<file path="src/logic/capture_pkg.sv">
package capture_pkg;

	// one adc stream beat and one buffer word
	localparam int sample_w = 32;

	// buffer words, power of two
	localparam int capt_depth = 256;

	// buffer address width, log2 of capt_depth
	localparam int capt_aw = 8;

	// count field, holds 0 up to capt_depth inclusive
	localparam int cnt_w = 9;

	// capture engine states
	// cap_idle   nothing armed, stream not ready
	// cap_armed  waiting for the next beat, holding register empty
	// cap_write  beat held, buffer write requested
	// cap_done   length reached or tlast seen
	typedef enum logic [1:0] {
		cap_idle,
		cap_armed,
		cap_write,
		cap_done
	} cap_state_e;

endpackage

</file>
<file path="src/logic/adc_capture.sv">
module adc_capture (
	input  logic                              clk_adc2,
	input  logic                              rst_n,
	// control from the register block
	input  logic                              cap_rst_n,
	input  logic                              arm,
	input  logic [capture_pkg::cnt_w-1:0]     capt_len,
	// adc stream slave
	input  logic                              s_tvalid,
	output logic                              s_tready,
	input  logic [capture_pkg::sample_w-1:0]  s_tdata,
	input  logic                              s_tlast,
	// buffer write request
	output logic                              wr_req,
	output logic [capture_pkg::capt_aw-1:0]   wr_addr,
	output logic [capture_pkg::sample_w-1:0]  wr_data,
	input  logic                              wr_gnt,
	// status back to the register block
	output logic                              done,
	output logic                              last_seen,
	output logic [capture_pkg::cnt_w-1:0]     count
);
	import capture_pkg::*;

	cap_state_e          state;
	// one-beat holding register
	logic [sample_w-1:0] hold_data;
	logic                hold_last;
	logic [cnt_w-1:0]    count_nxt;

	// holding register is only full in cap_write
	assign s_tready = (state == cap_armed);

	// held beat goes to the word at the current count
	assign wr_req  = (state == cap_write);
	assign wr_addr = count[capt_aw-1:0];
	assign wr_data = hold_data;

	assign count_nxt = count + 1'b1;

	// beat capture, payload only
	always_ff @(posedge clk_adc2) begin
		if (s_tvalid && s_tready) begin
			hold_data <= s_tdata;
			hold_last <= s_tlast;
		end
	end

	// engine fsm
	always_ff @(posedge clk_adc2) begin
		if (!rst_n || !cap_rst_n) begin
			// soft reset leaves the buffer contents alone
			state     <= cap_idle;
			count     <= '0;
			done      <= 1'b0;
			last_seen <= 1'b0;
		end else begin
			case (state)
				cap_write: begin
					// wait for the arbiter, req stays up meanwhile
					if (wr_gnt) begin
						count <= count_nxt;
						if (count_nxt >= capt_len || hold_last) begin
							state     <= cap_done;
							done      <= 1'b1;
							last_seen <= hold_last;
						end else begin
							state <= cap_armed;
						end
					end
				end
				default: begin
					// restart from word zero
					if (arm) begin
						state     <= cap_armed;
						count     <= '0;
						done      <= 1'b0;
						last_seen <= 1'b0;
					end else if (state == cap_armed && s_tvalid) begin
						state <= cap_write;
					end
				end
			endcase
		end
	end

endmodule

</file>
<file path="config.mk">
export PLATFORM = sky130hd
export DESIGN_NAME = adc_capture
export DESIGN_NICKNAME = d
export VERILOG_FILES = /design/src/logic/capture_pkg.sv /design/src/logic/adc_capture.sv
export SDC_FILE = /design/constraint.sdc
export NUM_CORES = 1
export LEC_CHECK = 0
export ABC_AREA = 1
export BUFFER_PORTS_ARGS = -buffer_cell sky130_fd_sc_hd__buf_2
export CAP_MARGIN = 5
export CORE_MARGIN = 3
export CORE_UTILIZATION = 45
export DETAILED_ROUTE_END_ITERATION = 16
export PLACE_DENSITY = 0.85
export SYNTH_ARGS = -nofsm -noshare
export SYNTH_HDL_FRONTEND = slang
export SYNTH_SLANG_ARGS = --single-unit
</file>
<file path="constraint.sdc">
create_clock -name clk_adc2 -period 2.55 [get_ports clk_adc2]
set_input_delay 0.255 -clock clk_adc2 [delete_from_list [all_inputs] [get_ports clk_adc2]]
set_output_delay 0.255 -clock clk_adc2 [all_outputs]
set_load 0.005 [all_outputs]
</file>
==> results of run 1 <==
## worst max path at each step
stage	start	end	slack, ns	depth (start not counted)
2_1_floorplan	count[0]	last_seen	0.61	14
4_1_cts	count[0]	last_seen	0.42	14
6_report	count[0]	last_seen	0.40	14
3_5_place_dp	count[0]	done	0.43	14
5_1_grt	count[0]	last_seen	0.19	14
3_3_place_gp	count[0]	last_seen	0.54	14
## placed cells by master (no fill, tap or decap)
master	count
nor3_2	2
inv_2	10
o21ai_1	1
nand3_1	8
dfxtp_1	13
clkbuf_8	5
clkinv_2	2
buf_2	100
nor2_1	6
a21boi_0	1
a21oi_1	12
nor2_4	2
a21oi_2	3
buf_4	1
nand2_1	45
clkinv_4	1
o21ai_0	1
nand3_2	1
edfxtp_1	33
ha_1	10
xnor2_1	1
xor2_1	2
inv_1	19
nand2_2	5
clkbuf_1	1
and2_1	1
nand4_1	2
## final cells by class
| type | count | share of cell area, % |
|---|---|---|
| repair buffers | 101 | 19.5 |
| multi-input cells | 103 | 22.6 |
| clock buffers | 6 | 2.78 |
| well taps | 50 | 2.40 |
| inverters | 30 | 4.36 |
| flip-flops and latches | 46 | 47.9 |
| clock inverters | 2 | 0.527 |
## layer usage
layer  vias up  GRT usage (%)
met3         8           4.92
met1       723           19.9
met2        57           28.3
li1        799              -
met5         -              0
met4         0           5.23
## metrics by stage
stage	util [%]	hold slack [ns]	total power, µW
finish	62.6	0.131	1330
CTS	62.6	0.119	1350
global placement	60.5	0.431	910
global route	62.6	0.111	1380
floorplan	-	0.354	861
detailed placement	60.5	0.433	914
## logic make-up after synthesis
logic type | Yosys count
adder cells (fa/ha/maj) | 10
buffers and inverters | 41
AND/OR/NAND/NOR | 72
XOR/XNOR | 3
AO/OA/AOI/OAI | 18
flip-flops | 46
## power by group
part           leakage (µW)  switching (µW)  internal [µW]
Sequential         0.000405            3.18            814
Clock             0.0000452             237            194
Combinational      0.000806            39.1           39.4
## registers in the layout, summed over array words and instances, names as in the netlist
signal,cells
wr_data,32
count,9
state,2
done,1
hold_last,1
last_seen,1
==> results.cfg, run 1 <==
[min_path]
holdPathStages = 1
hp-class = input port to flip-flop
hold_path_end = wr_data[4]
min_from = s_tdata[4]

[drt]
ant_nets = 0
met1_length_um = 1740
met2WireLength_um = 2340
drt_pass1_iterations = 4
routed.top_layer = met4
drc_errors = 0
avgViaCountPerCell = 4.70
drt_wl_total_um = 4480
initialDrtViolationCount = 50
vias = 1587
wl_per_cell_um = 13.2
met3_length_um = 307

[timing]
tns_ns = 0
relSlewSlack_pct = 64.6
skew_ns = 0.00814
layout_setup_ws_ns = 0.397
rsz0062_at_grt = false
period_minus_slack_ns = 2.15
setup-violations-final = 0
fmaxAchievable_mhz = 465
period_share_pct = 84.4
worst_pin_slew_ns = 0.529
final-hold-violation-count = 0
report.final.slew_viol_count = 0

[logic_synthesis]
synthSimpleGateAreaFrac_pct = 16.4
syn_avg_cell_area_um2 = 10.7
synthFlopType = edfxtp_1
synthTopCellsByArea = edfxtp_1, dfxtp_1, nand2_1
yosysMostFrequentCell = nand2_1
synth_fa_ha_area_share_pct = 6.14
ys_ff_latch = 46
synth-compound-area-share_pct = 5.10
syn-cell-area_um2 = 2040
synth_xor_area_share_pct = 1.29
synth_top_area_share_pct = 48.6
synth_top_cells_by_count = nand2_1, edfxtp_1, inv_1
synthMuxAreaShare_pct = 0
syn_inst = 190
syn-num-nets = 248
synth-seq-area-share_pct = 61.4
synth_top_family_by_area = simple AND/OR/NAND/NOR gates
yosysTopAreaCell = edfxtp_1
synth_edf_count = 33
async_flop_share_pct = 0
ys_types = 26
yosysWarnings = 0

[pwr]
powerDensity_nw_per_um2 = 508
p_leak_uw = 0.00126
peakVddDrop_v = 0.000395

[cts]
clock_latency_ns = 0.29
cts_buffer_depth = 2
clk_pin_slew_ns = 0.09
postCtsHoldBufs = 0
post_cts_buffers = 0
h-tree-depth = 2
numCtsBuffers = 5
cts_tree = built
cts.root.buffer_cell = clkbuf_8
clock-sinks = 46
cts.repair.resized = 0

[worst_setup_path]
worst-path-buf-inv = 2
r2r-start = count[0]
critical_path.top_delay_family = simple AND/OR/NAND/NOR gates
critPathLaunchType = flip-flop
cpMostUsedCell = nand2_1
crit_fanout = 7
path_class = flip-flop to flip-flop
r2r_setup_slack_ns = 0.40
r2r-end = last_seen
crit_arrival_ns = 2.35
cp.required_ns = 2.74
path_cells = ha_1, nand2_2, nor2_4, xnor2_1, inv_2, ha_1, nand2_1, inv_1, nand2_1, nand2_1, nand2_1, nand3_1, a21oi_1, nor2_1
reg2regPathDepth = 14
cp-end-kind = flip-flop
slowest_delay_ns = 0.44
crit_path_top_delay_cell = dfxtp_1

[die]
die_y_um = 73.3
start_util_pct = 48.8
io_pins = 101
coreArea_um2 = 4170
rows = 23
die_area_um2 = 5370
die_w_um = 73.3

[global_route]
grt_overflow = 0
grt_start_max_net_pins = 33
grt_pass1_vias = 1476
grt_antenna_before_repair = 0
grt_pass1_wl_um = 6720
grt_usage_pct = 16.5

[placement]
dp_hpwl_um = 3530
port-buffer-count = 100
place_area_um2 = 2520
detailedPlace.worstSlack_ns = 0.430
gp_congestion = 0.828
placed_cells = 330

[finish]
drive_above_1_share_pct = 45.8
antenna_cells = 0
n_fill_cell = 366
design_area_um2 = 2610
layout.nets = 345
multi_input_area_um2 = 589
stdcell_count = 338
syn_to_final_growth_pct = 28.1
regArea_um2 = 1250

[outcome]
outcome = complete, no violations

[flow_run]
drv_cap = 0
Note: power is estimated with default switching activity, not from simulation.
==> run 2: changes to the inputs <==
Clock period 2.55 ns to 2.2 ns, I/O delays scaled along.
==> run 2 against run 1 <==
Clock skew fell by 0.0020 ns. Largest power group unchanged. Total power is 24% higher. Clock power increased by 42%. Critical endpoint unchanged. Final cell count up 0.59%. Combinational power grew 16%. Flip-flop and latch count did not move. Count of clock-buffer cells in the layout unchanged. Fmax increased by 6.7%. Critical path depth down 1. Sequential power is 16% higher. Global-route usage is 0.54 points lower.
==> results.cfg, run 2 (synthesis results as in run 1) <==
[outcome]
outcome = complete, no violations

[timing]
period_minus_slack_ns = 2.02
report.final.slew_viol_count = 0
fmaxAchievable_mhz = 496
rsz0062_at_grt = false
skew_ns = 0.00615
period_share_pct = 91.7
relSlewSlack_pct = 68.3
tns_ns = 0
worst_pin_slew_ns = 0.475
final-hold-violation-count = 0
setup-violations-final = 0

[cts]
clk_pin_slew_ns = 0.09
cts_tree = built
cts.root.buffer_cell = clkbuf_8
postCtsHoldBufs = 0
numCtsBuffers = 5
clock_latency_ns = 0.29
clock-sinks = 46
cts_buffer_depth = 2
h-tree-depth = 2

[worst_setup_path]
crit_fanout = 6
cp.required_ns = 2.40
critPathLaunchType = flip-flop
cp-end-kind = flip-flop
crit_arrival_ns = 2.21
path_class = flip-flop to flip-flop

[drt]
drt_pass1_iterations = 4
wl_per_cell_um = 13.0
vias = 1561
drt_wl_total_um = 4420
drc_errors = 0
initialDrtViolationCount = 122
avgViaCountPerCell = 4.59
ant_nets = 0

[finish]
syn_to_final_growth_pct = 31.5
final_cell_mix = buf_2, nand2_1, edfxtp_1, inv_1, a21oi_1
drive_above_1_share_pct = 49.0
fin_util_pct = 64.2
antenna_cells = 0
final_common_cell = buf_2
stdcell_count = 340
layout.nets = 347
largest_reg_flops = 32

[die]
die_area_um2 = 5370
coreArea_um2 = 4170
die_y_um = 73.3
io_pins = 101
die_w_um = 73.3
start_util_pct = 48.8
rows = 23

[global_route]
grt_overflow = 0
grt_pass1_wl_um = 6530
grt_antenna_before_repair = 0
grt_pass1_vias = 1377
grt_usage_pct = 16.0
grt_start_max_net_pins = 33

[pwr]
powerDensity_nw_per_um2 = 616
p_int_uw = 1330
comb_power_share_pct = 5.5
peakVddDrop_v = 0.000569
seqPwrFrac_pct = 57.4
power_switching_uw = 322
swShare_pct = 19.5
p_leak_uw = 0.00128
clockPowerShare_pct = 37.1

[placement]
dp_hpwl_um = 3490
gp_congestion = 0.825
port-buffer-count = 100
placed_cells = 332

[flow_run]
drv_cap = 0

[min_path]
hp-class = input port to flip-flop
==> run 2: cell count changes in the layout (fill, tap and decap cells not counted), moves of 2 or more <==
cell	change
buf_4	+2
dfxtp_1	-3
dfxtp_2	+3
nor2_1	-2
nor2_2	+2
==> run 2: area by class of cell <==
class | count | area (µm²)
Multi-Input combinational cell | 103 | 616
Clock inverter | 2 | 37.5
Sequential cell | 46 | 1250
Clock buffer | 6 | 72.6
Tap cell | 50 | 62.6
Fill cell | 324 | 1490
Inverter | 30 | 114
Timing Repair Buffer | 103 | 523
==> run 2: worst max-delay path, cell delays in order (launching register included) <==
cell and delay [ns]:
dfxtp_2 0.37, buf_4 0.14, nand2_1 0.09, nor2_4 0.15
nand3_1 0.11, and2_1 0.19, ha_1 0.27, nand2_1 0.07
nor2_2 0.13, nand3_1 0.09, nand3_2 0.11, nand3_1 0.08
nand2_1 0.08, nor2_2 0.04
==> run 2: stage by stage <==
step | hold slack [ns] | total power [µW] | setup WS (ns) | instance area, µm²
after floorplan | 0.319 | 997 | 0.256 | 2040
after global placement | 0.397 | 1050 | 0.242 | 2540
after detailed placement | 0.398 | 1060 | 0.176 | 2540
after CTS | 0.0859 | 1670 | 0.150 | 2650
after global routing | 0.0763 | 1710 | 0.0133 | 2680
final | 0.0923 | 1650 | 0.183 | 2680
==> run 2: power by group through the flow <==
stage	logic [µW]	registers, µW	clock network [µW]
6_report	91.4	947	612
5_1_grt	103	948	661
4_1_cts	92.1	947	628
3_5_place_dp	91.9	967	0
3_3_place_gp	87.8	966	0
2_1_floorplan	28.4	969	0
==> run 2: path summary, 6_finish.rpt <==
| check | start | to | slack, ns | depth (start not counted) |
|---|---|---|---|---|
| hold reg to reg | state[0] | state[0] | 0.48 | 2 |
| hold / removal | s_tdata[28] | wr_data[28] | 0.09 | 1 |
| setup reg to reg | count[0] | last_seen | 0.18 | 13 |
| setup / recovery | count[0] | last_seen | 0.18 | 13 |
==> run 2: metal layers <==
| layer | wire [µm] | track usage [%] |
|---|---|---|
| met3 | 319 | 3.28 |
| met1 | 1650 | 20.3 |
| met2 | 2390 | 27.1 |
| met5 | 0 | 0 |
| met4 | 61 | 5.43 |
==> run 2: timing repair <==
item | 4_1_cts | 5_1_grt
setup endpoints to repair | 0 | 3
hold endpoints to repair | 0 | 0
setup buffers | 0 | 0
gates resized for setup | 0 | 9
==> run 3: changes to the inputs <==
Settings changed: ABC_AREA 1 to unset.
==> run 3 against run 2 <==
Sequential power about the same. Largest cell class unchanged. Wire length is 4.5% higher. Fmax down 2.4%. Synthesized cell count is 20% lower. Largest power group unchanged. Clock power fell by 19%. Core utilization is 1.4 points higher.
==> results.cfg, run 3 <==
[die]
start_util_pct = 47.9
coreArea_um2 = 4120
die_y_um = 72.2
die_area_um2 = 5210
rows = 23
die_w_um = 72.2
io_pins = 101

[timing]
period_minus_slack_ns = 2.07
final-hold-violation-count = 0
skew_ns = 0.00791
period_share_pct = 94.0
relSlewSlack_pct = 71.9
worst_pin_slew_ns = 0.420
fmaxAchievable_mhz = 484
report.final.slew_viol_count = 0
setup-violations-final = 0

[cts]
clk_pin_slew_ns = 0.09
cts_buffer_depth = 2
clock-sinks = 46
clock_latency_ns = 0.29
numCtsBuffers = 5
cts_tree = built
postCtsHoldBufs = 0
h-tree-depth = 2
cts.root.buffer_cell = clkbuf_8

[worst_setup_path]
cp.required_ns = 2.42
cp-end-kind = flip-flop
crit_fanout = 6
critPathLaunchType = flip-flop
path_class = flip-flop to flip-flop
crit_arrival_ns = 2.28

[global_route]
busiest_layer = met2
met2_usage_pct = 32.0
grt_pass1_vias = 1418
grt_usage_pct = 17.0
grt_overflow = 0
grt_start_max_net_pins = 29
met1_usage_pct = 20.2
grt_antenna_before_repair = 0
grt_pass1_wl_um = 6820
grt_use_met3_pct = 2.77

[drt]
ant_nets = 0
wl_per_cell_um = 14.9
drt_pass1_iterations = 4
initialDrtViolationCount = 46
drt_wl_total_um = 4620
vias = 1523
drc_errors = 0
avgViaCountPerCell = 4.91

[pwr]
powerDensity_nw_per_um2 = 568
peakVddDrop_v = 0.000562
p_leak_uw = 0.00124
fin_total_pwr_uw = 1540

[finish]
antenna_cells = 0
n_fill_cell = 349
fin_util_pct = 65.7
drive_above_1_share_pct = 53.1
final_common_cell = buf_2
final_cell_mix = buf_2, edfxtp_1, inv_1, ha_1, buf_4
largest_reg_flops = 32
layout.nets = 317
syn_to_final_growth_pct = 37.1

[logic_synthesis]
synthTopCellsByArea = edfxtp_1, dfxtp_1, ha_1
synth_top_area_share_pct = 50.3
ys_ff_latch = 46
synth_edf_count = 33
syn-cell-area_um2 = 1970
synthFlopType = edfxtp_1
yosysMostFrequentCell = edfxtp_1
yosysWarnings = 0
syn_avg_cell_area_um2 = 13.0
synth_top_cells_by_count = edfxtp_1, dfxtp_1, ha_1, inv_1
synth-seq-area-share_pct = 63.5
ys_types = 37
async_flop_share_pct = 0
syn-num-nets = 210
yosysTopAreaCell = edfxtp_1
syn_inst = 152

[placement]
port-buffer-count = 100
gp_congestion = 0.800
dp_hpwl_um = 3610

[flow_run]
drv_cap = 0

[outcome]
outcome = complete, no violations

[min_path]
hp-class = input port to flip-flop
-- run 3: changes by cell type in the layout (fill, tap and decap cells not counted), sizes merged, moves of 4 or more --
cell and delta:
inv -19, a21oi -6, a22oi +4, nand2 -42, o21ai +6, buf +8
-- run 3: logic make-up (layout without fill, tap and decap cells) --
family	after synthesis	in the layout	synth area share [%]
AO/OA/AOI/OAI	28	28	9.07
XOR/XNOR	6	6	2.67
flip-flops	46	46	63.5
buffers and inverters	21	129	5.71
multiplexers	2	2	1.65
AND/OR/NAND/NOR	39	39	11.1
adder cells (fa/ha/maj)	10	10	6.35
-- run 3: worst paths after layout --
kind	startpoint	endpoint	slack, ns	depth (start not counted)
max	count[4]	last_seen	0.13	9
min	s_tdata[12]	wr_data[12]	0.10	1
max reg2reg	count[4]	last_seen	0.13	9
min reg2reg	done	done	0.46	2
-- run 3: area by class of cell --
type	instances	area, µm²	area share (%)
inverters	10	37.5	1.39
multi-input cells	85	651	24.1
flip-flops and latches	46	1260	46.7
repair buffers	111	599	22.2
clock buffers	5	68.8	2.55
well taps	50	62.6	2.31
clock inverters	3	21.3	0.787
-- run 3: metrics by stage --
stage	instances	hold WS, ns	instance area (µm²)	setup slack, ns	setup TNS (ns)
global route	310	0.0847	2700	-0.00969	-0.00969
detailed placement	299	0.398	2530	0.0481	0
CTS	307	0.0931	2620	0.00359	0
finish	310	0.101	2700	0.133	0
floorplan	152	0.319	1970	0.00188	0
global placement	299	0.396	2530	0.158	0
-- run 3: per-layer routing --
metal | up-vias | share of wire (%)
met2 | 47 | 57
met4 | 0 | 0.87
met3 | 4 | 5.3
met1 | 710 | 37
li1 | 762 | -
met5 | - | 0
-- run 3: power by group --
part	internal (µW)	total [µW]	switching [µW]	leakage, µW
registers	940	945	4.41	0.000408
logic	49.0	95.1	46.1	0.000787
clock network	223	496	273	0.0000441
-- run 3: critical path, cell delays in order (launching register included) --
cell and delay, ns:
dfxtp_4 0.38, nand3_2 0.10, buf_4 0.16, nor3_2 0.18, xor2_1 0.24, ha_1 0.28
o21ai_1 0.13, o21ai_1 0.08, a22oi_2 0.23, mux2i_1 0.20
-- run 3: timing repair --
| item | CTS | global route |
|---|---|---|
| resized for setup | 1 | 17 |
| hold endpoints to repair | 0 | 0 |
| setup buffers | 0 | 3 |
| endpoints found under the setup margin | 1 | 3 |
| pin swaps | 0 | 6 |
