## src/logic/capture_pkg.sv

```systemverilog
package capture_pkg;

	// one adc stream beat and one buffer word
	localparam int sample_w = 32;

	// buffer words, power of two
	localparam int capt_depth = 256;

	// buffer address width, log2 of capt_depth
	localparam int capt_aw = 8;

	// count field, holds 0 up to capt_depth inclusive
	localparam int cnt_w = 9;

	// capture engine states
	// cap_idle   nothing armed, stream not ready
	// cap_armed  waiting for the next beat, holding register empty
	// cap_write  beat held, buffer write requested
	// cap_done   length reached or tlast seen
	typedef enum logic [1:0] {
		cap_idle,
		cap_armed,
		cap_write,
		cap_done
	} cap_state_e;

endpackage

```

## src/logic/bram_arbiter.sv

```systemverilog
module bram_arbiter (
	input  logic                              clk_adc2,
	input  logic                              rst_n,
	// capture writer side
	input  logic                              wr_req,
	input  logic [capture_pkg::capt_aw-1:0]   wr_addr,
	input  logic [capture_pkg::sample_w-1:0]  wr_data,
	output logic                              wr_gnt,
	// host reader side
	input  logic                              rd_req,
	input  logic [capture_pkg::capt_aw-1:0]   rd_addr,
	output logic                              rd_gnt,
	// buffer port
	output logic                              en,
	output logic                              we,
	output logic [capture_pkg::capt_aw-1:0]   addr,
	output logic [capture_pkg::sample_w-1:0]  din
);

	// set when the writer won the last granted cycle
	logic last_wr;

	// writer wins when alone, or on a tie if the reader went last
	assign wr_gnt = wr_req & (~rd_req | ~last_wr);
	// reader takes whatever the writer did not
	assign rd_gnt = rd_req & ~wr_gnt;

	// granted access hits the buffer this same cycle
	assign en = wr_gnt | rd_gnt;
	assign we = wr_gnt;

	// steer winner address onto the port
	assign addr = wr_gnt ? wr_addr : rd_addr;
	// only the writer has data, ignored on reads
	assign din = wr_data;

	// remember the winner for the next tie
	always_ff @(posedge clk_adc2) begin
		if (!rst_n) begin
			last_wr <= 1'b0;
		end else if (wr_gnt | rd_gnt) begin
			last_wr <= wr_gnt;
		end
	end

endmodule

```

## config.mk

```make
export PLATFORM = sky130hd
export DESIGN_NAME = bram_arbiter
export DESIGN_NICKNAME = d
export VERILOG_FILES = /design/src/logic/capture_pkg.sv /design/src/logic/bram_arbiter.sv
export SDC_FILE = /design/constraint.sdc
export NUM_CORES = 1
export LEC_CHECK = 0
export ABC_AREA = 1
export ABC_CLOCK_PERIOD_IN_PS = 1100
export BUFFER_PORTS_ARGS = -buffer_cell sky130_fd_sc_hd__buf_4
export CELL_PAD_IN_SITES_DETAIL_PLACEMENT = 0
export CELL_PAD_IN_SITES_GLOBAL_PLACEMENT = 1
export CORE_MARGIN = 1
export CORE_UTILIZATION = 12
export DETAILED_ROUTE_END_ITERATION = 6
export PLACE_DENSITY_LB_ADDON = 0.1
export SLEW_MARGIN = 10
export SYNTH_ARGS = -nofsm -noshare
export SYNTH_HDL_FRONTEND = slang
export SYNTH_SLANG_ARGS = --single-unit
export TNS_END_PERCENT = 100
```

## constraint.sdc

```tcl
create_clock -name clk_adc2 -period 1.1 [get_ports clk_adc2]
set_input_delay 0.055 -clock clk_adc2 [delete_from_list [all_inputs] [get_ports clk_adc2]]
set_output_delay 0.055 -clock clk_adc2 [all_outputs]
set_load 0.03 [all_outputs]
```

==> impl_metrics.csv, run 1 <==
group,metric,value,unit
cts,hold_buffers,0,
grt,grt_overflow,0,
floorplanning,die_area,3970,µm²
setup_path,endpoint_kind,"primary output",
cts,clk_pin_slew,0,ps
floorplanning,core,3440,µm²
status,status,"finished clean",
power_and_ir_drop,switching_share,49.5,%
logic_synthesis,synth_largest_area_cell,"buf_4",
power_and_ir_drop,clkPwrFrac,0,%
hold_path,holdCritPathClass,"primary input to primary output",
logic_synthesis,synth_top_area_share,55.5,%
hold_path,hold_depth,0,
flow_run,maxCapViolCount,0,
hold_path,min_from,"wr_data[10]",
power_and_ir_drop,power_frac_seq,14.2,%
setup_path,reg2regPathDepth,3,
logic_synthesis,syn_inst,68,
setup_path,r2r-start,"last_wr",
logic_synthesis,netlist_area,447,µm²
logic_synthesis,syn_nets,120,
sta,final_max_slew_viol_count,0,
logic_synthesis,synth.distinct_cells,12,
sta,setup_viol,0,
floorplanning,start_util,13.0,%
layout,area.growth.synth_to_final,7.00,%
setup_path,start_kind,"flip-flop",
power_and_ir_drop,power_frac_comb,85.8,%
placed_design,dp_cells,111,
logic_synthesis,yosys_warnings,0,
sta,tns,0,ps
sta,hold_viol,0,
drt,wire_per_inst,9.30,µm
logic_synthesis,synth-seq-cells,1,
floorplanning,rows,21,
floorplanning,io_pins,96,
setup_path,arrival,880,ps
cts,postCtsSetupBuffers,0,
power_and_ir_drop,power.density,632,nW/µm²
layout,top_regs,"last_wr x1",
sta,rsz0062_at_grt,"false",
layout,largest_reg_flops,1,
power_and_ir_drop,leakage,0.000264,µW
logic_synthesis,synthTopCellsByArea,"buf_4 (55%), nand2_1 (13%), nand3_1 (9.0%), dfxtp_1 (4.5%), nand2_8 (4.5%)",
drt,drc_errors,0,
sta,finalCritPeriodShare,85.1,%
power_and_ir_drop,p_int,153,µW
setup_path,rrSetupSlack,390,ps
placed_design,io_buffers,31,
hold_path,hold_end,"din[10]",
power_and_ir_drop,netSwitchingPower,149,µW
sta,fmax,1.07,GHz
drt,initialDrtViolationCount,4,
grt,grt_pass1_vias,325,
sta,tightestPinTransition,163,ps
floorplanning,die_h,63.0,µm
drt,vias_per_cell,3.09,
cts,clock_latency,0,ps
grt,grt_pass1_wl,1.68,mm
sta,slew_headroom,89.1,%
grt,grt_usage,5.09,%
setup_path,r2r_end,"last_wr",
sta,skew,0,ps
setup_path,worstSetupPathType,"flip-flop to primary output",
floorplanning,dieWidth,63.0,µm
logic_synthesis,avgSynthCellArea,6.57,µm²
grt,antenna_found_initial,0,
drt,ant_nets,0,
drt,vias,343,
layout,fin_nets,119,
grt,grt_max_degree,11,
setup_path,critPathMaxFanout,10,
layout,layout.cells.non_filler,111,
setup_path,worstPathRequired,1040,ps
power_and_ir_drop,worst_ir_drop_vdd,112,µV
layout,diodes,0,
placed_design,place.gp.congestion,0.564,
layout,layout-drive-gt1-share,56.9,%
drt,wl,1.03,mm
sta,period_needed,936,ps
cts,cts_resized,0,
layout,fill_cells,399,
layout,top_register,"last_wr",
drt,drtPass1Iterations,2,
logic_synthesis,yosysSeqAreaShare,4.48,%
==> final cells by class <==
cell class                      instances  area [µm²]  share of cell area (%)
Timing Repair Buffer                   31         233                    48.7
Multi-Input combinational cell         31         158                    33.0
Tap cell                               46        57.6                    12.0
Sequential cell                         1        20.0                    4.19
Inverter                                2        10.0                    2.09
==> cell usage in the layout (no fill, tap or decap), drive strengths merged <==
cell type / synthesis / final
inv: 2 / 2
nor2: 3 / 3
nand3: 8 / 8
buf: 34 / 31
nand2: 20 / 20
dfxtp: 1 / 1
==> power groups by stage <==
stage | sequential (µW) | clock [µW] | combinational [µW]
after CTS | 42.8 | 0 | 264
after global routing | 43.2 | 0 | 282
after floorplan | 42.5 | 0 | 366
final | 42.8 | 0 | 259
after detailed placement | 42.7 | 0 | 263
after global placement | 42.6 | 0 | 266
==> synthesized netlist by cell type, drive strengths merged <==
cell   number
buf        34
inv         2
dfxtp       1
nand3       8
nor2        3
nand2      20
==> critical path, stage by stage, from the launching register on <==
cell and delay, ps:
dfxtp_1 350, nand2_4 130, nand2_8 130, nand2_1 60, nand2_1 60, buf_4 150
==> kinds of logic after synthesis <==
logic type / Yosys count / share of synthesized area, %
buffers and inverters: 36 / 60.2
and+or+nand+nor: 31 / 35.3
DFF: 1 / 4.48
==> worst max path at each step <==
stage | cells past startpoint | startpoint | slack, ps | end
2_1_floorplan | 4 | last_wr | 150 | rd_gnt
3_3_place_gp | 5 | last_wr | 160 | addr[2]
3_5_place_dp | 5 | last_wr | 150 | addr[2]
4_1_cts | 5 | last_wr | 140 | addr[2]
5_1_grt | 5 | last_wr | 70 | addr[2]
6_report | 5 | last_wr | 160 | addr[2]
==> per-stage QoR <==
stage	hold slack, ps	power [µW]	cell area [µm²]	util (%)	setup WS [ps]
2_1_floorplan	178	408	447	-	149
3_3_place_gp	110	309	478	13.9	164
3_5_place_dp	110	306	478	13.9	147
4_1_cts	110	307	478	13.9	139
5_1_grt	110	325	478	13.9	68.8
6_report	110	302	478	13.9	164
==> layer usage <==
metal / vias to the layer above / track usage, % / share of wire, %
met1: 135 / 6.70 / 39
met2: 33 / 7.26 / 39
li1: 173 / - / -
met5: - / 0 / 0
met3: 2 / 2.74 / 21
met4: 0 / 0.872 / 0.39
No activity file was read; power rests on OpenSTA's default activity.
==> inputs of run 2 (changes only) <==
--- a/config.mk
+++ b/config.mk
@@ -6,12 +6,12 @@
 export NUM_CORES = 1
 export LEC_CHECK = 0
 export ABC_AREA = 1
-export ABC_CLOCK_PERIOD_IN_PS = 1100
+export ABC_CLOCK_PERIOD_IN_PS = 800
 export BUFFER_PORTS_ARGS = -buffer_cell sky130_fd_sc_hd__buf_4
 export CELL_PAD_IN_SITES_DETAIL_PLACEMENT = 0
 export CELL_PAD_IN_SITES_GLOBAL_PLACEMENT = 1
 export CORE_MARGIN = 1
-export CORE_UTILIZATION = 12
+export CORE_UTILIZATION = 11
 export DETAILED_ROUTE_END_ITERATION = 6
 export PLACE_DENSITY_LB_ADDON = 0.1
 export SLEW_MARGIN = 10
==> constraint.sdc (replaced) <==
create_clock -name clk_adc2 -period 0.8 [get_ports clk_adc2]
set_input_delay 0.04 -clock clk_adc2 [delete_from_list [all_inputs] [get_ports clk_adc2]]
set_output_delay 0.04 -clock clk_adc2 [all_outputs]
set_load 0.03 [all_outputs]
==> impl_metrics.csv, run 2 (synthesis gave the netlist of run 1 again) <==
group,metric,value,unit
power_and_ir_drop,netSwitchingPower,257,µW
power_and_ir_drop,clkPwrFrac,0,%
floorplanning,start_util,11.8,%
sta,finalCritPeriodShare,107,%
layout,top_regs,"last_wr x1",
sta,setup_viol,12,
grt,grt_max_degree,12,
power_and_ir_drop,power,518,µW
setup_path,slowest_stage,"dfxtp_4",
layout,fin_area,612,µm²
floorplanning,die_h,65.7,µm
setup_path,arrival,810,ps
sta,period_needed,854,ps
grt,grt_overflow,0,
drt,drtPass1Iterations,2,
layout,multi_input_area,243,µm²
drt,vias_per_cell,3.18,
setup_path,reg2regPathDepth,3,
sta,tns,-447,ps
status,violations,"negative setup slack",
drt,initialDrtViolationCount,7,
setup_path,cpPeakStageDelay,360,ps
layout,largest_reg_flops,1,
power_and_ir_drop,switching_share,49.6,%
power_and_ir_drop,p_int,261,µW
setup_path,critPathBufInv,1,
cts,clk_pin_slew,0,ps
power_and_ir_drop,power.density,847,nW/µm²
grt,grt_pass1_wl,1.93,mm
placed_design,dp_slack,-130,ps
layout,fin_nets,121,
hold_path,hold_depth,0,
layout,regArea,23.8,µm²
layout,final_common_cell,"buf_4",
layout,diodes,0,
hold_path,holdCritPathClass,"primary input to primary output",
sta,slew_headroom,86.4,%
setup_path,endpoint_kind,"primary output",
floorplanning,die_area,4320,µm²
sta,fmax,1.17,GHz
cts,postCtsSetupBuffers,0,
status,status,"finished, violations left",
setup_path,path_cells,"nand2_8 > nand2_8 > nand2_2 > nand2_2 > buf_6",
placed_design,io_buffers,31,
flow_run,maxCapViolCount,0,
layout,layout-drive-gt1-share,80.6,%
layout,fill_cells,435,
drt,vias,366,
sta,rsz0062_at_grt,"true",
placed_design,dp_cells,113,
sta,final_max_slew_viol_count,0,
layout,layout.cells.non_filler,115,
floorplanning,rows,22,
setup_path,critPathMaxFanout,6,
power_and_ir_drop,power_frac_seq,12.2,%
cts,clock_latency,0,ps
sta,timing.final.ws_setup,-53.8,ps
setup_path,start_kind,"flip-flop",
setup_path,crit_cells,5,
sta,skew,0,ps
drt,wire_per_inst,11.2,µm
floorplanning,dieWidth,65.7,µm
power_and_ir_drop,leakage,0.000292,µW
layout,top_register,"last_wr",
grt,grt_pass1_vias,396,
drt,drc_errors,0,
grt,antenna_found_initial,0,
placed_design,detailed_place.area,512,µm²
setup_path,worstSetupPathType,"flip-flop to primary output",
sta,hold_viol,0,
drt,wl,1.29,mm
setup_path,worstPathRequired,760,ps
placed_design,place.gp.congestion,0.516,
grt,grt_usage,5.70,%
layout,area.growth.synth_to_final,37.0,%
floorplanning,io_pins,96,
sta,tightestPinTransition,205,ps
power_and_ir_drop,power_frac_comb,87.8,%
power_and_ir_drop,worst_ir_drop_vdd,167,µV
setup_path,crit_family,"flip-flops",
floorplanning,core,3770,µm²
layout,final_cell_mix,"buf_4 (21), nand2_2 (15), buf_6 (10)",
drt,ant_nets,0,
## run 2: changes by cell type in the layout (fill, tap and decap cells not counted)
cell,previous run,this run
nor2_2,1,0
inv_8,0,1
buf_4,31,21
nand2_1,16,2
buf_6,0,10
nand2_4,1,2
nor2_4,0,1
dfxtp_4,0,1
dfxtp_1,1,0
nand2_8,1,3
inv_4,1,0
nand2_2,2,15
## run 2: final timing paths
check | from | endpoint | slack (ps)
hold reg to reg | last_wr | last_wr | 530
setup reg to reg | last_wr | last_wr | 110
hold / removal | wr_data[10] | din[10] | 80
setup / recovery | last_wr | addr[3] | -50
## run 2: layer usage
layer  vias up  GRT usage, %  share of wire (%)
met4         0          2.72                2.3
met2        22          10.1                 53
met5         -             0                  0
li1        180             -                  -
met1       154          6.16                 32
met3        10          1.56                 13
## run 2: worst register-to-register path: stages, from the launching register on
cell     delay [ps]
dfxtp_4         360
nand2_2         100
nand2_1          70
nor2_1           30
## run 2: stage by stage
step / hold slack (ps) / utilization [%]
floorplan: 155 / -
global placement: 80.2 / 13.6
detailed placement: 80.2 / 13.6
CTS: 80.2 / 15.9
global route: 80.0 / 16.2
finish: 80.0 / 16.2
## run 2: power by group through the flow
stage               Sequential [µW]  Clock [µW]  Combinational, µW
floorplan                      59.5           0                528
global placement               59.6           0                391
detailed placement             59.8           0                388
CTS                            63.4           0                456
global route                   64.0           0                485
finish                         63.1           0                455
## run 2: repair_timing
| action | in CTS | in global routing |
|---|---|---|
| hold buffers | 0 | 0 |
| cloned | 2 | 0 |
| endpoints found under the setup margin | 12 | 12 |
| pin swaps | 3 | 3 |
| resized for setup | 18 | 3 |
## run 2: final cells by class
cell class	instances	area share, %
multi-input combinational	33	39.7
inverter	2	2.45
timing repair buffer	31	44.2
sequential	1	3.89
tap	48	9.82
==> inputs of run 3 (changes only) <==
--- a/config.mk
+++ b/config.mk
@@ -5,13 +5,12 @@
 export SDC_FILE = /design/constraint.sdc
 export NUM_CORES = 1
 export LEC_CHECK = 0
-export ABC_AREA = 1
 export ABC_CLOCK_PERIOD_IN_PS = 800
 export BUFFER_PORTS_ARGS = -buffer_cell sky130_fd_sc_hd__buf_4
 export CELL_PAD_IN_SITES_DETAIL_PLACEMENT = 0
 export CELL_PAD_IN_SITES_GLOBAL_PLACEMENT = 1
 export CORE_MARGIN = 1
-export CORE_UTILIZATION = 11
+export CORE_UTILIZATION = 10
 export DETAILED_ROUTE_END_ITERATION = 6
 export PLACE_DENSITY_LB_ADDON = 0.1
 export SLEW_MARGIN = 10
==> impl_metrics.csv, run 3 <==
group,metric,value,unit
power_and_ir_drop,leakage,0.000270,µW
placed_design,hpwlAfterDp,756,µm
drt,initialDrtViolationCount,4,
logic_synthesis,yosysSeqAreaShare,4.88,%
logic_synthesis,synth.distinct_cells,9,
setup_path,endpoint_kind,"primary output",
logic_synthesis,yosys_warnings,0,
drt,vias_per_cell,2.92,
layout,layout-drive-gt1-share,94.1,%
cts,clock_latency,0,ps
setup_path,critPathBufInv,2,
setup_path,arrival,1080,ps
setup_path,worstPathRequired,760,ps
drt,wire_per_inst,9.24,µm
grt,grt_overflow,0,
sta,fmax,0.890,GHz
logic_synthesis,netlist_area,410,µm²
drt,vias,289,
logic_synthesis,avgSynthCellArea,8.55,µm²
logic_synthesis,ys.flop_type,"dfxtp_1",
floorplanning,io_pins,96,
placed_design,io_buffers,31,
setup_path,critPathMaxFanout,10,
logic_synthesis,synthTopCellsByArea,"buf_4 (60%), mux2_2 (22%), dfxtp_1 (4.9%), a21boi_4 (4.6%), a21boi_0 (1.8%)",
setup_path,path_cells,"a21boi_4 > buf_12 > mux2_2 > buf_6",
drt,wl,915,µm
drt,drc_errors,0,
sta,timing.final.ws_setup,-324,ps
layout,final_cell_mix,"buf_4 (23), buf_6 (12), mux2_2 (5)",
setup_path,crit_family,"multiplexers",
logic_synthesis,synth-seq-cells,1,
drt,drtPass1Iterations,2,
setup_path,cpPeakStageDelay,340,ps
layout,area.growth.synth_to_final,37.8,%
sta,setup_viol,12,
grt,grt_usage,3.94,%
setup_path,slowest_stage,"mux2_2",
cts,clk_pin_slew,0,ps
logic_synthesis,syn_inst,48,
setup_path,rrSetupSlack,-70,ps
flow_run,maxCapViolCount,0,
sta,finalCritPeriodShare,141,%
layout,top_register,"last_wr",
sta,tightestPinTransition,127,ps
placed_design,place.gp.congestion,0.543,
floorplanning,die_h,66.1,µm
floorplanning,start_util,10.8,%
status,violations,"negative setup slack",
floorplanning,dieWidth,66.1,µm
floorplanning,rows,22,
logic_synthesis,synthArstFlopShare,0,%
layout,fill_cells,446,
layout,top_regs,"last_wr x1",
sta,rsz0062_at_grt,"true",
drt,ant_nets,0,
layout,fin_area,566,µm²
sta,period_needed,1120,ps
logic_synthesis,synth_largest_area_cell,"buf_4",
grt,grt_pass1_vias,306,
logic_synthesis,synthTopCellsByCount,"buf_4 (33), mux2_2 (8)",
sta,hold_slack,80.0,ps
grt,antenna_found_initial,0,
power_and_ir_drop,worst_ir_drop_vdd,230,µV
floorplanning,core,3800,µm²
sta,skew,0,ps
logic_synthesis,yosys.cell_count.top_type,"buf_4",
sta,tns,-2890,ps
setup_path,start_kind,"flip-flop",
hold_path,holdCritPathClass,"primary input to primary output",
setup_path,worstSetupPathType,"flip-flop to primary output",
layout,largest_reg_flops,1,
sta,slew_headroom,91.5,%
grt,grt_max_degree,11,
power_and_ir_drop,power.density,826,nW/µm²
sta,final_max_slew_viol_count,0,
placed_design,detailed_place.area,485,µm²
logic_synthesis,syn_nets,100,
logic_synthesis,synth_top_area_share,60.4,%
status,status,"finished, violations left",
logic_synthesis,synth_edf_count,0,
cts,hold_buffers,0,
layout,diodes,0,
layout,fin_nets,105,
layout,final_common_cell,"buf_4",
grt,grt_pass1_wl,1.37,mm
sta,hold_viol,0,
floorplanning,die_area,4360,µm²
-- run 3: cell types whose count changed after synthesis, sizes merged --
cell,change
buf,-1
nand3,-8
or2,+1
inv,-2
nand2,-20
a21boi,+2
mux2,+8
nor2,-3
or2b,+1
nand2b,+1
and2,+1
-- run 3: worst paths after layout --
path               start       to  cells after the start
max              last_wr  addr[3]                      4
min          wr_data[10]  din[10]                      0
max reg2reg      last_wr  last_wr                      3
min reg2reg      last_wr  last_wr                      3
-- run 3: through the flow --
step	setup slack (ps)	total power [µW]	std cells	utilization (%)
2_1_floorplan	-420	537	48	-
3_3_place_gp	-366	408	96	12.8
3_5_place_dp	-373	406	96	12.8
4_1_cts	-337	456	97	14.2
5_1_grt	-355	491	99	14.9
6_report	-324	467	99	14.9
-- run 3: cell families after synthesis --
family                 count (synthesis)  share of synthesized area, %
muxes                                  8                          22.0
AOI/OAI and AO/OA                      2                          6.40
DFF                                    1                          4.88
and+or+nand+nor                        4                          6.41
buffers and inverters                 33                          60.4
-- run 3: power breakdown --
part           switching (µW)  internal (µW)  total (µW)
Combinational             175            232         408
Sequential               3.74           55.5        59.2
Clock                       0              0           0
Total                     179            288         467
-- run 3: cell type report --
| cell class | instances | area, µm² | share of cell area (%) |
|---|---|---|---|
| Tap cell | 48 | 60.1 | 10.6 |
| Timing Repair Buffer | 36 | 328 | 58.0 |
| Multi-Input combinational cell | 14 | 156 | 27.7 |
| Sequential cell | 1 | 21.3 | 3.76 |
-- run 3: timing repair --
| action | in CTS | in global routing |
|---|---|---|
| endpoints found under the setup margin | 12 | 13 |
| gates resized for setup | 14 | 3 |
| pin swaps | 1 | 0 |
| setup buffers | 1 | 2 |
-- run 3: worst register-to-register path, stage by stage, from the launching register on --
cell and delay, ps:
dfxtp_2 310, buf_4 130, or2b_1 230, a21boi_1 120
-- run 3: layer usage --
layer  up-vias  part of all wire [%]  global-route usage, %
met5         -                     0                      0
met4         0                  0.87                   2.13
met3         4                    15                   1.38
met2        28                    52                   7.40
met1       130                    32                   3.66
li1        127                     -                      -
