### src/logic/capture_pkg.sv
package capture_pkg;

	// one adc stream beat and one buffer word
	localparam int sample_w = 32;

	// buffer words, power of two
	localparam int capt_depth = 256;

	// buffer address width, log2 of capt_depth
	localparam int capt_aw = 8;

	// count field, holds 0 up to capt_depth inclusive
	localparam int cnt_w = 9;

	// capture engine states
	// cap_idle   nothing armed, stream not ready
	// cap_armed  waiting for the next beat, holding register empty
	// cap_write  beat held, buffer write requested
	// cap_done   length reached or tlast seen
	typedef enum logic [1:0] {
		cap_idle,
		cap_armed,
		cap_write,
		cap_done
	} cap_state_e;

endpackage

### src/logic/regmap_pkg.sv
package regmap_pkg;

	// apb byte address width
	localparam int apb_aw = 12;

	// register offsets, word aligned
	typedef enum logic [apb_aw-1:0] {
		reg_ctrl   = 12'h000,
		reg_resetn = 12'h004,
		reg_len    = 12'h008,
		reg_status = 12'h00C
	} reg_addr_e;

	// buffer read window
	// word i at win_base + 4*i
	localparam logic [apb_aw-1:0] win_base = 12'h800;

	// status register layout
	localparam int st_done_bit = 0;
	localparam int st_last_bit = 1;
	// low bit of the count field
	localparam int st_cnt_lsb = 16;

endpackage

### src/logic/apb_regs.sv
module apb_regs (
	input  logic                              clk_adc2,
	input  logic                              rst_n,
	// apb slave
	input  logic                              psel,
	input  logic                              penable,
	input  logic                              pwrite,
	input  logic [regmap_pkg::apb_aw-1:0]     paddr,
	input  logic [31:0]                       pwdata,
	output logic [31:0]                       prdata,
	output logic                              pready,
	output logic                              pslverr,
	// capture engine control
	output logic                              arm,
	output logic                              cap_rst_n,
	output logic [capture_pkg::cnt_w-1:0]     capt_len,
	// capture engine status
	input  logic                              done,
	input  logic                              last_seen,
	input  logic [capture_pkg::cnt_w-1:0]     count,
	// buffer read port via the arbiter
	output logic                              rd_req,
	output logic [capture_pkg::capt_aw-1:0]   rd_addr,
	input  logic                              rd_gnt,
	input  logic [capture_pkg::sample_w-1:0]  rd_data
);
	import capture_pkg::*;
	import regmap_pkg::*;

	// window read sequencing
	typedef enum logic {
		win_wait,
		win_data
	} win_state_e;

	win_state_e        win_state;
	logic              acc;
	logic              win_sel;
	logic [apb_aw-1:0] win_off;
	logic [apb_aw-3:0] win_idx;
	logic              win_oob;
	logic              win_rd_ok;
	logic              reg_known;
	logic              err;
	logic [31:0]       status_word;

	// length clamped to 1..capt_depth
	function automatic logic [cnt_w-1:0] len_clamp(input logic [31:0] v);
		logic [cnt_w-1:0] r;
		if (v == 32'd0) begin
			r = 1;
		end else if (v > 32'(capt_depth)) begin
			r = cnt_w'(capt_depth);
		end else begin
			r = v[cnt_w-1:0];
		end
		return r;
	endfunction

	// access phase
	assign acc = psel & penable;

	// window decode, word index above capt_aw bits is out of range
	assign win_sel   = (paddr >= win_base);
	assign win_off   = paddr - win_base;
	assign win_idx   = win_off[apb_aw-1:2];
	assign win_oob   = |win_idx[apb_aw-3:capt_aw];
	assign win_rd_ok = win_sel & ~pwrite & ~win_oob;

	always_comb begin
		case (paddr)
			reg_ctrl, reg_resetn, reg_len, reg_status: reg_known = 1'b1;
			default: reg_known = 1'b0;
		endcase
	end

	// status is read only, window is read only
	assign err = win_sel ? (pwrite | win_oob)
		: (~reg_known | (pwrite & (paddr == reg_status)));

	// registers and errors finish at once, window waits for data
	assign pready  = acc & (win_rd_ok ? (win_state == win_data) : 1'b1);
	assign pslverr = acc & err;

	// request held until the arbiter grants
	assign rd_req  = acc & win_rd_ok & (win_state == win_wait);
	assign rd_addr = win_idx[capt_aw-1:0];

	always_comb begin
		status_word = '0;
		status_word[st_done_bit] = done;
		status_word[st_last_bit] = last_seen;
		status_word[st_cnt_lsb +: cnt_w] = count;
	end

	// read mux, ctrl reads back zero
	always_comb begin
		prdata = '0;
		if (win_sel) begin
			prdata = rd_data;
		end else begin
			case (paddr)
				reg_resetn: prdata[0] = cap_rst_n;
				reg_len: prdata[cnt_w-1:0] = capt_len;
				reg_status: prdata = status_word;
				default: prdata = '0;
			endcase
		end
	end

	// bram dout lands the cycle after the grant
	always_ff @(posedge clk_adc2) begin
		if (!rst_n) begin
			win_state <= win_wait;
		end else if (win_state == win_wait && rd_gnt) begin
			win_state <= win_data;
		end else if (win_state == win_data) begin
			win_state <= win_wait;
		end
	end

	// register writes, arm is a single cycle pulse
	always_ff @(posedge clk_adc2) begin
		if (!rst_n) begin
			arm       <= 1'b0;
			cap_rst_n <= 1'b1;
			capt_len  <= cnt_w'(capt_depth);
		end else begin
			arm <= 1'b0;
			if (acc && pwrite && !win_sel) begin
				case (paddr)
					reg_ctrl: arm <= pwdata[0];
					reg_resetn: cap_rst_n <= pwdata[0];
					reg_len: capt_len <= len_clamp(pwdata);
					default: ;
				endcase
			end
		end
	end

endmodule

### config.mk
export PLATFORM = sky130hd
export DESIGN_NAME = apb_regs
export DESIGN_NICKNAME = d
export VERILOG_FILES = /design/src/logic/capture_pkg.sv /design/src/logic/regmap_pkg.sv /design/src/logic/apb_regs.sv
export SDC_FILE = /design/constraint.sdc
export NUM_CORES = 1
export LEC_CHECK = 0
export BUFFER_PORTS_ARGS = -buffer_cell sky130_fd_sc_hd__buf_2
export CAP_MARGIN = 10
export CORE_MARGIN = 5
export CORE_UTILIZATION = 27
export DETAILED_ROUTE_END_ITERATION = 10
export PLACE_DENSITY_LB_ADDON = 0.3
export RECOVER_POWER = 50
export SYNTH_ARGS = -nofsm -noshare
export SYNTH_HDL_FRONTEND = slang
export SYNTH_SLANG_ARGS = --single-unit
### constraint.sdc
create_clock -name clk_adc2 -period 1.8 [get_ports clk_adc2]
set_input_delay 0.18 -clock clk_adc2 [delete_from_list [all_inputs] [get_ports clk_adc2]]
set_output_delay 0.18 -clock clk_adc2 [all_outputs]
set_load 0.02 [all_outputs]
==> results.txt, run 1 <==
In this run the power density over the cells is 434 nW/um2. By area the synthesized netlist is led by dfxtp_1, a22o_1, and2_1. The wire-length estimate of the detail-placed layout is 3720 um.

The multi-input combinational cells in the finished layout cover a total of 769 um2. The tightest min-delay check is of the in -> reg type. The worst register-to-register path begins at capt_len[2].

For the pin with the worst max-slew slack, the measured transition is 0.309 ns. The mean number of vias per cell came out at 4.89. The die is 71.2 um wide. The clock-pin slew on the worst setup and hold paths came out at 0.06 ns.

The cell taking the most area after synthesis is dfxtp_1. Before antenna repair, the detailed router went through 4 iterations. The fraction of post-synthesis cell area in the top cell type by area came out at 23.8%. The number of DRC markers in iteration 0 is 13. In this run the worst setup path terminates at prdata[8]. The final-report max-slew violation count is 0. The area of the core is 3630 um2. The routed layout has 1598 vias. The latest clock arrival within the worst-skew pair came out at 0.24 ns. The share of cells above drive strength 1 came out at 60.9%. The reg-to-reg setup timing slack is 1.14 ns. The worst setup path is of the in -> out kind. For this run, the total global-route usage over all layers was measured as 16.4%.

The TritonCTS sink count is 12. The weighted congestion reported at the end of routability-driven placement came out at 0.795. Setup repair after global routing could not meet its margin everywhere. The number of warnings printed during yosys synthesis came out at 0.

The total detailed-routing wirelength came out at 4480 um. In this run the cell area measured after placement is 1840 um2. The cell area after synthesis is 1010 um2. The setup TNS after final layout is -3.96 ns. The cell count after synthesis came out at 131. The number of buffers on the longest clock path came out at 2. Once the floorplan was initialized, standard cells occupied 27.8% of the core.

The headroom to the max-slew limit is 79.3%. The buffer cell driving the clock tree root is clkbuf_8. The maximum number of pins on one net before global-route repair came out at 31.

The worst setup path is launched from a primary input. Yosys mapped a number of flops with a built-in enable equal to 0. The number of violations of the max-capacitance limit came out at 0. The clock tree skew after final layout came out at 0 ns. The via count of the first global-routing pass is 1524. Setup violations remaining at the end of the flow were counted as 25. The layout has 347 filler cells.

The number of antenna violations at the first check in global routing was 0. The run finished, with violations left. The mean area per synthesized cell came out at 7.72 um2. Among all cell types in the netlist, the one instantiated most often is a22o_1. The number of cell rows came out at 22. After detailed routing, the average wire length per cell comes to 13.7 um.

IR analysis of the VDD net gives a maximum drop of 263 uV. The endpoint identified for the worst register-to-register timing path is capt_len[2]. From synthesis to final layout, the design area changed by 108%. The number of flip-flops and latches in the synthesized netlist is 12. The final hold slack came out at 0.150 ns. The die covers 5070 um2. Among all flip-flop cells after synthesis, the most frequent one is dfxtp_1.

The final reports fail on setup timing. In this run the number of H-tree levels came out at 1. The critical path arrival is 1.84 ns.

Summed over all cells, the static leakage comes to 1.07 nW. The number of distinct standard cells referenced by the synthesized netlist came out at 31. In this run the count of I/O pins placed on the die edge is 147. The required time at the endpoint of the critical path came out at 1.62 ns. After detailed routing, the number of remaining DRC violations is 0.

The commonest cells after synthesis are a22o_1, and2_1, dfxtp_1. The number of buffers created by CTS is 3. In the post-route analysis, the smallest setup slack over all paths is -0.222 ns. The end-of-flow core utilization is 57.8%. Summed over all layers, the global routing overflow is 0. The maximum clock frequency is 0.494 GHz. The net count of the finished layout is 373. The share of the Yosys chip area taken by registers is 23.8%. The final hold violation count was 0.

The final worst-path cycle share is 112%. After routing the design area is 2100 um2. The die boundary height is 71.2 um.

The worst setup path is captured at an output pin. The number of nets handed over by synthesis was 224. The number of routed nets with antenna violations came out at 0. The worst path in the final design needs a cycle of 2.02 ns, including I/O delays and setup. The post-synthesis async set-or-reset flop share came out at 0%. The number of port buffers came out at 146.

The critical path launch point is paddr[7]. The number of diodes is 0. The depth of the worst register-to-register path is 1. The sequential cells in the finished layout cover a total of 240 um2. The CTS tree is built. The largest fanout on the critical path is 8. The global-route wire length before repair came out at 6850 um.
layer usage:
metal | routed length [um] | part of all wire, % | vias to the layer above | track usage [%]
li1 | - | - | 792 | -
met1 | 1620 | 36 | 706 | 17.1
met2 | 2310 | 52 | 96 | 31.3
met3 | 513 | 11 | 4 | 4.97
met4 | 34 | 0.76 | 0 | 4.18
met5 | 0 | 0 | - | 0
how the worst min path moves through the flow:
stage           start        end  depth (start not counted)
6_report       rd_gnt  win_state                          3
5_1_grt        rd_gnt  win_state                          3
4_1_cts        rd_gnt  win_state                          3
3_5_place_dp   rd_gnt  win_state                          3
3_3_place_gp   rd_gnt  win_state                          3
2_1_floorplan  rd_gnt  win_state                          2
metrics by stage:
step,power [W],instances,worst slack [ns]
after floorplan,0.000430,131,-0.205
after global placement,0.000583,320,-0.289
after detailed placement,0.000585,320,-0.309
after CTS,0.000915,326,-0.221
after global routing,0.000961,327,-0.289
final,0.000912,327,-0.222
placed cells by master (no fill, tap or decap), drive strengths merged, types with 3 or more instances in the layout:
cell / synthesis / routed
or4: 6 / 6
and3b: 3 / 3
a32o: 3 / 3
nand3: 7 / 7
clkbuf: 9 / 20
nor4: 11 / 11
nor2: 5 / 5
nand2: 10 / 10
and2: 14 / 14
nor3: 4 / 4
a22o: 17 / 17
buf: 9 / 146
o21ai: 8 / 8
dfxtp: 12 / 12
power breakdown:
part	switching, W	internal [W]
sequential	0.000000972	0.000267
clock	0.000105	0.000194
combinational	0.000168	0.000177
critical path, cell delays in order:
cell and delay [ns]:
buf_6 0.09, or4_4 0.54, or3_4 0.40, nor3b_4 0.22, buf_12 0.15, a22o_1 0.14
buf_6 0.12
registers in the layout (all words and copies together) (netlist names):
signal     flops
capt_len       9
win_state      1
arm            1
cap_rst_n      1
layout make-up:
class                           count  area share (%)
Clock buffer                        4            2.62
Inverter                            1           0.179
Multi-Input combinational cell    100            36.6
Sequential cell                    12            11.4
Tap cell                           48            2.86
Timing Repair Buffer              162            46.3
cells by family (layout without fill, tap and decap cells):
logic type	after synthesis	after routing	share of synthesized area (%)
compound gates	32	32	24.4
buf+inv	19	167	10.1
flops	12	12	23.8
simple gates	67	67	40.7
mux	1	1	0.990
timing repair:
| item | CTS | global route |
|---|---|---|
| hold endpoints to repair | 0 | 0 |
| hold buffers | 0 | 0 |
| gates resized for setup | 43 | 15 |
| gates cloned | 0 | 0 |
| pin swaps | 10 | 7 |
| endpoints found under the setup margin | 25 | 29 |
| buffers inserted | 2 | 2 |
No activity file was read; power rests on OpenSTA's default activity.
==> run 2: changes to the inputs <==
--- a/config.mk
+++ b/config.mk
@@ -11,7 +11,6 @@
 export CORE_UTILIZATION = 27
 export DETAILED_ROUTE_END_ITERATION = 10
 export PLACE_DENSITY_LB_ADDON = 0.3
-export RECOVER_POWER = 50
 export SYNTH_ARGS = -nofsm -noshare
 export SYNTH_HDL_FRONTEND = slang
 export SYNTH_SLANG_ARGS = --single-unit
==> run 2 against run 1 <==
  * Die area is the same
  * Sequential share of layout area shrank 0.11 points
  * Non-clock buffer count is the same
  * Cell area grew 0.95%
  * The flow still finishes with violations (setup timing)
  * Setup slack gained 0.0024 ns
  * Clock-buffer cell count is the same
  * Routed wire length shrank 0.45%
  * Via count shrank 0.13%
  * Core utilization grew 0.55 points
==> results.txt, run 2 (synthesized netlist as in run 1, its figures left out) <==
The highest layer used for signal routing is met4. The repair_antennas step left the layout with diodes totalling 0. The final reports fail on setup timing. Entering global routing, the biggest net connects 31 pins. The combined area of the multi-input logic cells came out at 769 um2. The number of endpoints failing setup at the final stage came out at 25. The analysis attributes to cell leakage a power of 1.12 nW. The weighted congestion reported at the end of routability-driven placement is 0.795. The initial core utilization came out at 27.8%.

The kind of launch point of the worst setup path is a primary input. Of all nets on the critical path, the largest fanout is 8. The final worst-path cycle share is 112%.

The share of cells above drive strength 1 came out at 66.7%. The number of routed nets with antenna violations is 0. The library cells used most frequently in the layout, excluding fill and tap cells, are buf_2, buf_6, a22o_1. At the end of the flow, the number of nets in the layout was 373. The maximum ir drop on the vdd rail came out at 263 uV. The final-report max-slew violation count came out at 0.

The H-tree depth came out at 1. After filler insertion, the fill cell instance count of the layout stands at 339. The number of DRC markers in iteration 0 is 15. The average routed wire per standard cell came out at 13.6 um.

The total detailed-routing wirelength came out at 4460 um. The die covers 5070 um2. The layout-stage area growth over the synthesis result came out at 110%. The number of buffers created by CTS came out at 3.

The most critical setup path has its endpoint at prdata[8]. The clock tree skew after final layout came out at 0 ns. The path category of the worst min-delay check is in -> reg. The number of antenna violations at the first check in global routing came out at 0.

The largest register by flop count is capt_len. After global routing the overflow that remains totals 0. In the detailed route, the total length drawn on met3 is 506 um. The library cell used most frequently in the layout, excluding fill and tap cells, is buf_2. For the worst setup path, the data required time is 1.62 ns. The end-of-flow core utilization is 58.4%. The worst register-to-register path begins at capt_len[2].

Setup repair after global routing could not meet its margin everywhere. The headroom to the max-slew limit came out at 79.4%. The wire length on met2 is 2320 um. The area of the core came out at 3630 um2. The via count of the first global-routing pass is 1524. The maximum clock frequency is 0.495 GHz. The depth of the worst register-to-register path is 1. The floorplan die width is 71.2 um. 147 I/O pins were placed.

The TritonCTS sink count is 12. The cell sitting at the root of the clock tree is a clkbuf_8. The mean number of vias per cell is 4.88. The power density normalized to cell area is 431 nW/um2.

The number of remaining DRC errors is 0. Global routing consumed, over all layers together, 16.4% of the routing resources. The slew at the pin closest to its max-slew limit came out at 0.309 ns.

The number of standard cells in the final layout excluding fillers came out at 327. The critical path launch point is paddr[7]. The final hold violation count was 0. TritonCTS built the clock tree. The number of hold buffers added after CTS came out at 0.

The number of port buffers is 146. The overall via count from detail_route came out at 1596. The placed cell count came out at 320. The clock-pin slew on the worst setup and hold paths is 0.05 ns. The final critical-path required period came out at 2.02 ns.

The reg-to-reg setup timing slack is 1.14 ns. The met1 wire length is 1590 um. The first global-routing pass estimated 6850 um of wire.

The final hold slack is 0.150 ns. The worst setup slack after placement came out at -0.309 ns. The critical path arrival came out at 1.84 ns. The worst-case setup margin in the final layout came out at -0.220 ns.

The worst setup path is captured at an output pin. The footprint of the flip-flops and latches came out at 240 um2. The run finished, with violations left. The number of violations of the max-capacitance limit came out at 0. The detailed-router iteration count before antenna repair came out at 4. The latest clock arrival within the worst-skew pair is 0.24 ns. In this run the critical register-to-register path is captured at capt_len[2]. The flip-flop count of the largest register, all copies and words added came out at 9. The wire-length estimate of the detail-placed layout is 3720 um.

The number of cell rows is 22. The die boundary height is 71.2 um. The critical path is of the in -> out type.

The clock passes through at most 2 buffers.
[run 2: changes by cell type in the layout (fill, tap and decap cells not counted)]
cell      change
buf_2        +16
clkbuf_1     -16
[run 2: report_power, final]
group | leakage [nW] | internal [W] | switching [W]
clock network | 0.0288 | 0.000194 | 0.000105
logic | 0.998 | 0.000180 | 0.000168
registers | 0.0969 | 0.000267 | 0.000000972
[run 2: metal layers]
metal	up-vias	track usage (%)
met5	-	0
met4	0	4.18
met3	4	4.97
met2	96	31.3
met1	704	17.1
li1	792	-
[run 2: worst max-delay path, cell delays in order]
cell and delay, ns:
buf_6 0.09, or4_4 0.54, or3_4 0.40, nor3b_4 0.22, buf_12 0.15, a22o_1 0.14
buf_6 0.12
[run 2: stage by stage]
stage / instance area (um2) / setup TNS [ns] / power (W)
global placement: 1840 / -7.50 / 0.000583
global route: 2120 / -5.76 / 0.000963
finish: 2120 / -3.93 / 0.000914
floorplan: 1040 / -2.33 / 0.000430
CTS: 2050 / -4.24 / 0.000915
detailed placement: 1840 / -7.63 / 0.000585
[run 2: area by class of cell]
cell class                 count  share of cell area [%]
clock buffer                   4                    2.60
sequential                    12                    11.3
timing repair buffer         162                    46.8
multi-input combinational    100                    36.3
inverter                       1                   0.177
tap                           48                    2.83
[run 2: what timing repair did]
item,in CTS,in global routing
cloned,0,0
gates resized for setup,43,15
buffers inserted,2,2
endpoints found under the hold margin,0,0
endpoints found under the setup margin,25,29
pin swaps,10,7
[run 2: how the worst min path moves through the flow]
stage                 from   endpoint  slack, ns  cells past startpoint
global placement    rd_gnt  win_state       0.40                      3
finish              rd_gnt  win_state       0.15                      3
detailed placement  rd_gnt  win_state       0.41                      3
floorplan           rd_gnt  win_state       0.29                      2
CTS                 rd_gnt  win_state       0.15                      3
global route        rd_gnt  win_state       0.16                      3
==> run 3: changes to the inputs <==
--- a/config.mk
+++ b/config.mk
@@ -7,8 +7,10 @@
 export LEC_CHECK = 0
 export BUFFER_PORTS_ARGS = -buffer_cell sky130_fd_sc_hd__buf_2
 export CAP_MARGIN = 10
+export CELL_PAD_IN_SITES_DETAIL_PLACEMENT = 1
+export CELL_PAD_IN_SITES_GLOBAL_PLACEMENT = 2
 export CORE_MARGIN = 5
-export CORE_UTILIZATION = 27
+export CORE_UTILIZATION = 11
 export DETAILED_ROUTE_END_ITERATION = 10
 export PLACE_DENSITY_LB_ADDON = 0.3
 export SYNTH_ARGS = -nofsm -noshare
==> run 3 against run 2 <==
  * The flow still finishes with violations (setup timing)
  * Register-to-register slack got worse by 0.02 ns
  * Non-clock buffer count rose by 2
  * Cell area rose by 2.8%
  * Core utilization fell by 34 points
  * Critical path depth did not move
  * Combinational power rose by 3%
  * Clock power fell by 17%
  * Global-route usage fell by 6.9 points
  * Largest power group unchanged
==> results.txt, run 3 (synthesized netlist as in run 1, its figures left out) <==
The flow ran to the end, but the final reports show violations. The final reports fail on setup timing. The largest register by flop count is capt_len. The number of buffers created by CTS is 3. The overall overflow remaining after global route is 0. The number of DRC markers in iteration 0 came out at 29. The most used cell along the critical path is buf_6. The worst-case setup margin in the final layout is -0.237 ns. The total detailed-routing wirelength is 5650 um.

The register with the most flip-flops in the layout has 9 of them. The final-report max-slew violation count is 0. Among cell families on the critical path, the largest total delay comes from simple AND/OR/NAND/NOR gates. The internal power of the cells is 0.000597 W. The critical path arrival is 1.86 ns.

The average routed wire per standard cell is 14.5 um. In this run, the combinational gates consume 40.8% of the power. The maximum clock frequency is 0.491 GHz. The largest fanout on the critical path is 5. The placed wire-length estimate is 4950 um. The portion of total power attributed to sequential cells came out at 30.7%. The net count of the finished layout came out at 375. The number of remaining DRC errors is 0. The top cell types in the final layout, fill and taps aside, are buf_2, buf_6, a22o_1. After routing, the total negative slack on setup checks comes to -4.45 ns. Pin placement for this block handled 147 I/O pins. The initial utilization of the core area, before any placement, comes to 11.1%.

The worst setup slack after placement came out at -0.341 ns. The final critical-path required period is 2.04 ns. For the pin with the worst max-slew slack, the measured transition is 0.322 ns. The required time at the endpoint of the critical path came out at 1.62 ns. Summed over all cells, the static leakage comes to 1.10 nW. The area enclosed by the die boundary came out at 11200 um2. The final worst-path cycle share is 113%.

The switching part of the total power came out at 31.6%. The via count of the first global-routing pass is 1715. The number of violations of the max-capacitance limit is 0. The filler cells instantiated in the layout total 1129. The H-tree depth is 1.

The number of port buffers came out at 146. The post-route standard cell area excluding fillers came out at 2180 um2. The number of routed nets with antenna violations is 0. The TritonCTS sink count is 12. The global-route usage over all layers came out at 9.48%. The number of cell rows is 35.

The clock network accounts for 28.5% of the total power. The footprint of the flip-flops and latches is 240 um2. The library cell used most frequently in the layout, excluding fill and tap cells, is buf_2. The share of cells above drive strength 1 is 64.6%. The area of the core is 9110 um2. The delay contributed by the slowest stage of the critical path came out at 0.53 ns. The detailed-router iteration count before antenna repair is 4. The floorplan die width came out at 106 um.

Setup repair after global routing could not meet its margin everywhere. The worst setup path is of the in -> out kind. The overall via count from detail_route came out at 1600. The maximum number of pins on one net before global-route repair came out at 25. The total chip power is 0.000873 W.

The cell sitting at the root of the clock tree is a clkbuf_8. The weighted congestion reported at the end of routability-driven placement is 0.694. The combined area of the multi-input logic cells came out at 734 um2.

The post-detailed-placement cell area came out at 1940 um2. Clock skew on the completed layout was measured at 0 ns. The final hold slack is 0.154 ns.

Dividing the detail-routed via count by the number of cells gives 4.09. The latest clock arrival within the worst-skew pair came out at 0.24 ns. The power density normalized to cell area came out at 400 nW/um2. Summed over all nets, the switching power comes to 0.000276 W. The number of buffers on the longest clock path is 2. The global-route wire length before repair is 8600 um. The number of antenna violations at the first check in global routing is 0. The path category of the worst min-delay check is in -> reg.

Compared with the post-synthesis result, the final layout area differs by 116%. The worst pin sits at a relative slew slack of 78.4%. TritonCTS built the clock tree. The number of endpoints failing setup at the final stage is 29. The number of diodes came out at 0. Counting both buffers and inverters, the worst setup path holds a total of 3. The final hold violation count came out at 0.

The worst setup path is captured at an output pin. The clock-pin slew on the worst setup and hold paths came out at 0.06 ns. The worst setup path is launched from a primary input. The die boundary height came out at 106 um. The slowest library cell on the worst path is or4_4.

Across the VDD grid, the largest voltage drop is 150 uV. The signal on the critical path passes through buf_6 > or4_4 > or3_4 > nor3b_4 > buf_6 > a22o_1 > buf_6.
run 3: cell types whose count changed in the layout (fill, tap and decap cells not counted), sizes merged:
| cell | change |
|---|---|
| buf | +2 |
| clkbuf | -1 |
run 3: worst paths after layout:
| kind | startpoint | endpoint | depth (start not counted) | slack, ns |
|---|---|---|---|---|
| max | paddr[6] | prdata[3] | 7 | -0.24 |
| min | rd_gnt | win_state | 3 | 0.15 |
| max reg2reg | capt_len[1] | capt_len[1] | 1 | 1.12 |
| min reg2reg | win_state | win_state | 1 | 0.44 |
run 3: repair_timing:
action | 4_1_cts | 5_1_grt
gates resized for setup | 45 | 8
hold endpoints to repair | 0 | 0
setup buffers | 2 | 1
setup endpoints to repair | 29 | 29
pin swaps | 9 | 8
hold buffers | 0 | 0
run 3: layout make-up:
class	count	share of cell area (%)
Clock buffer	3	1.89
Multi-Input combinational cell	100	33.7
Timing Repair Buffer	164	46.8
Tap cell	111	6.37
Sequential cell	12	11.0
Inverter	1	0.172
run 3: power by group through the flow:
stage | Sequential [W] | Combinational, W | Clock [W]
finish | 0.000268 | 0.000356 | 0.000249
global route | 0.000268 | 0.000387 | 0.000271
CTS | 0.000268 | 0.000355 | 0.000261
detailed placement | 0.000274 | 0.000324 | 0
global placement | 0.000274 | 0.000322 | 0
floorplan | 0.000273 | 0.000157 | 0
run 3: per-stage QoR:
stage | cells | utilization [%]
6_report | 391 | 23.9
3_3_place_gp | 386 | 21.3
3_5_place_dp | 386 | 21.3
2_1_floorplan | 131 | -
5_1_grt | 391 | 23.9
4_1_cts | 391 | 23.6
run 3: metal layers:
metal / routed length [um] / vias up / track usage (%)
li1: - / 798 / -
met1: 2230 / 727 / 11.1
met2: 3000 / 71 / 17.7
met3: 357 / 4 / 1.47
met4: 64 / 0 / 2.59
met5: 0 / - / 0
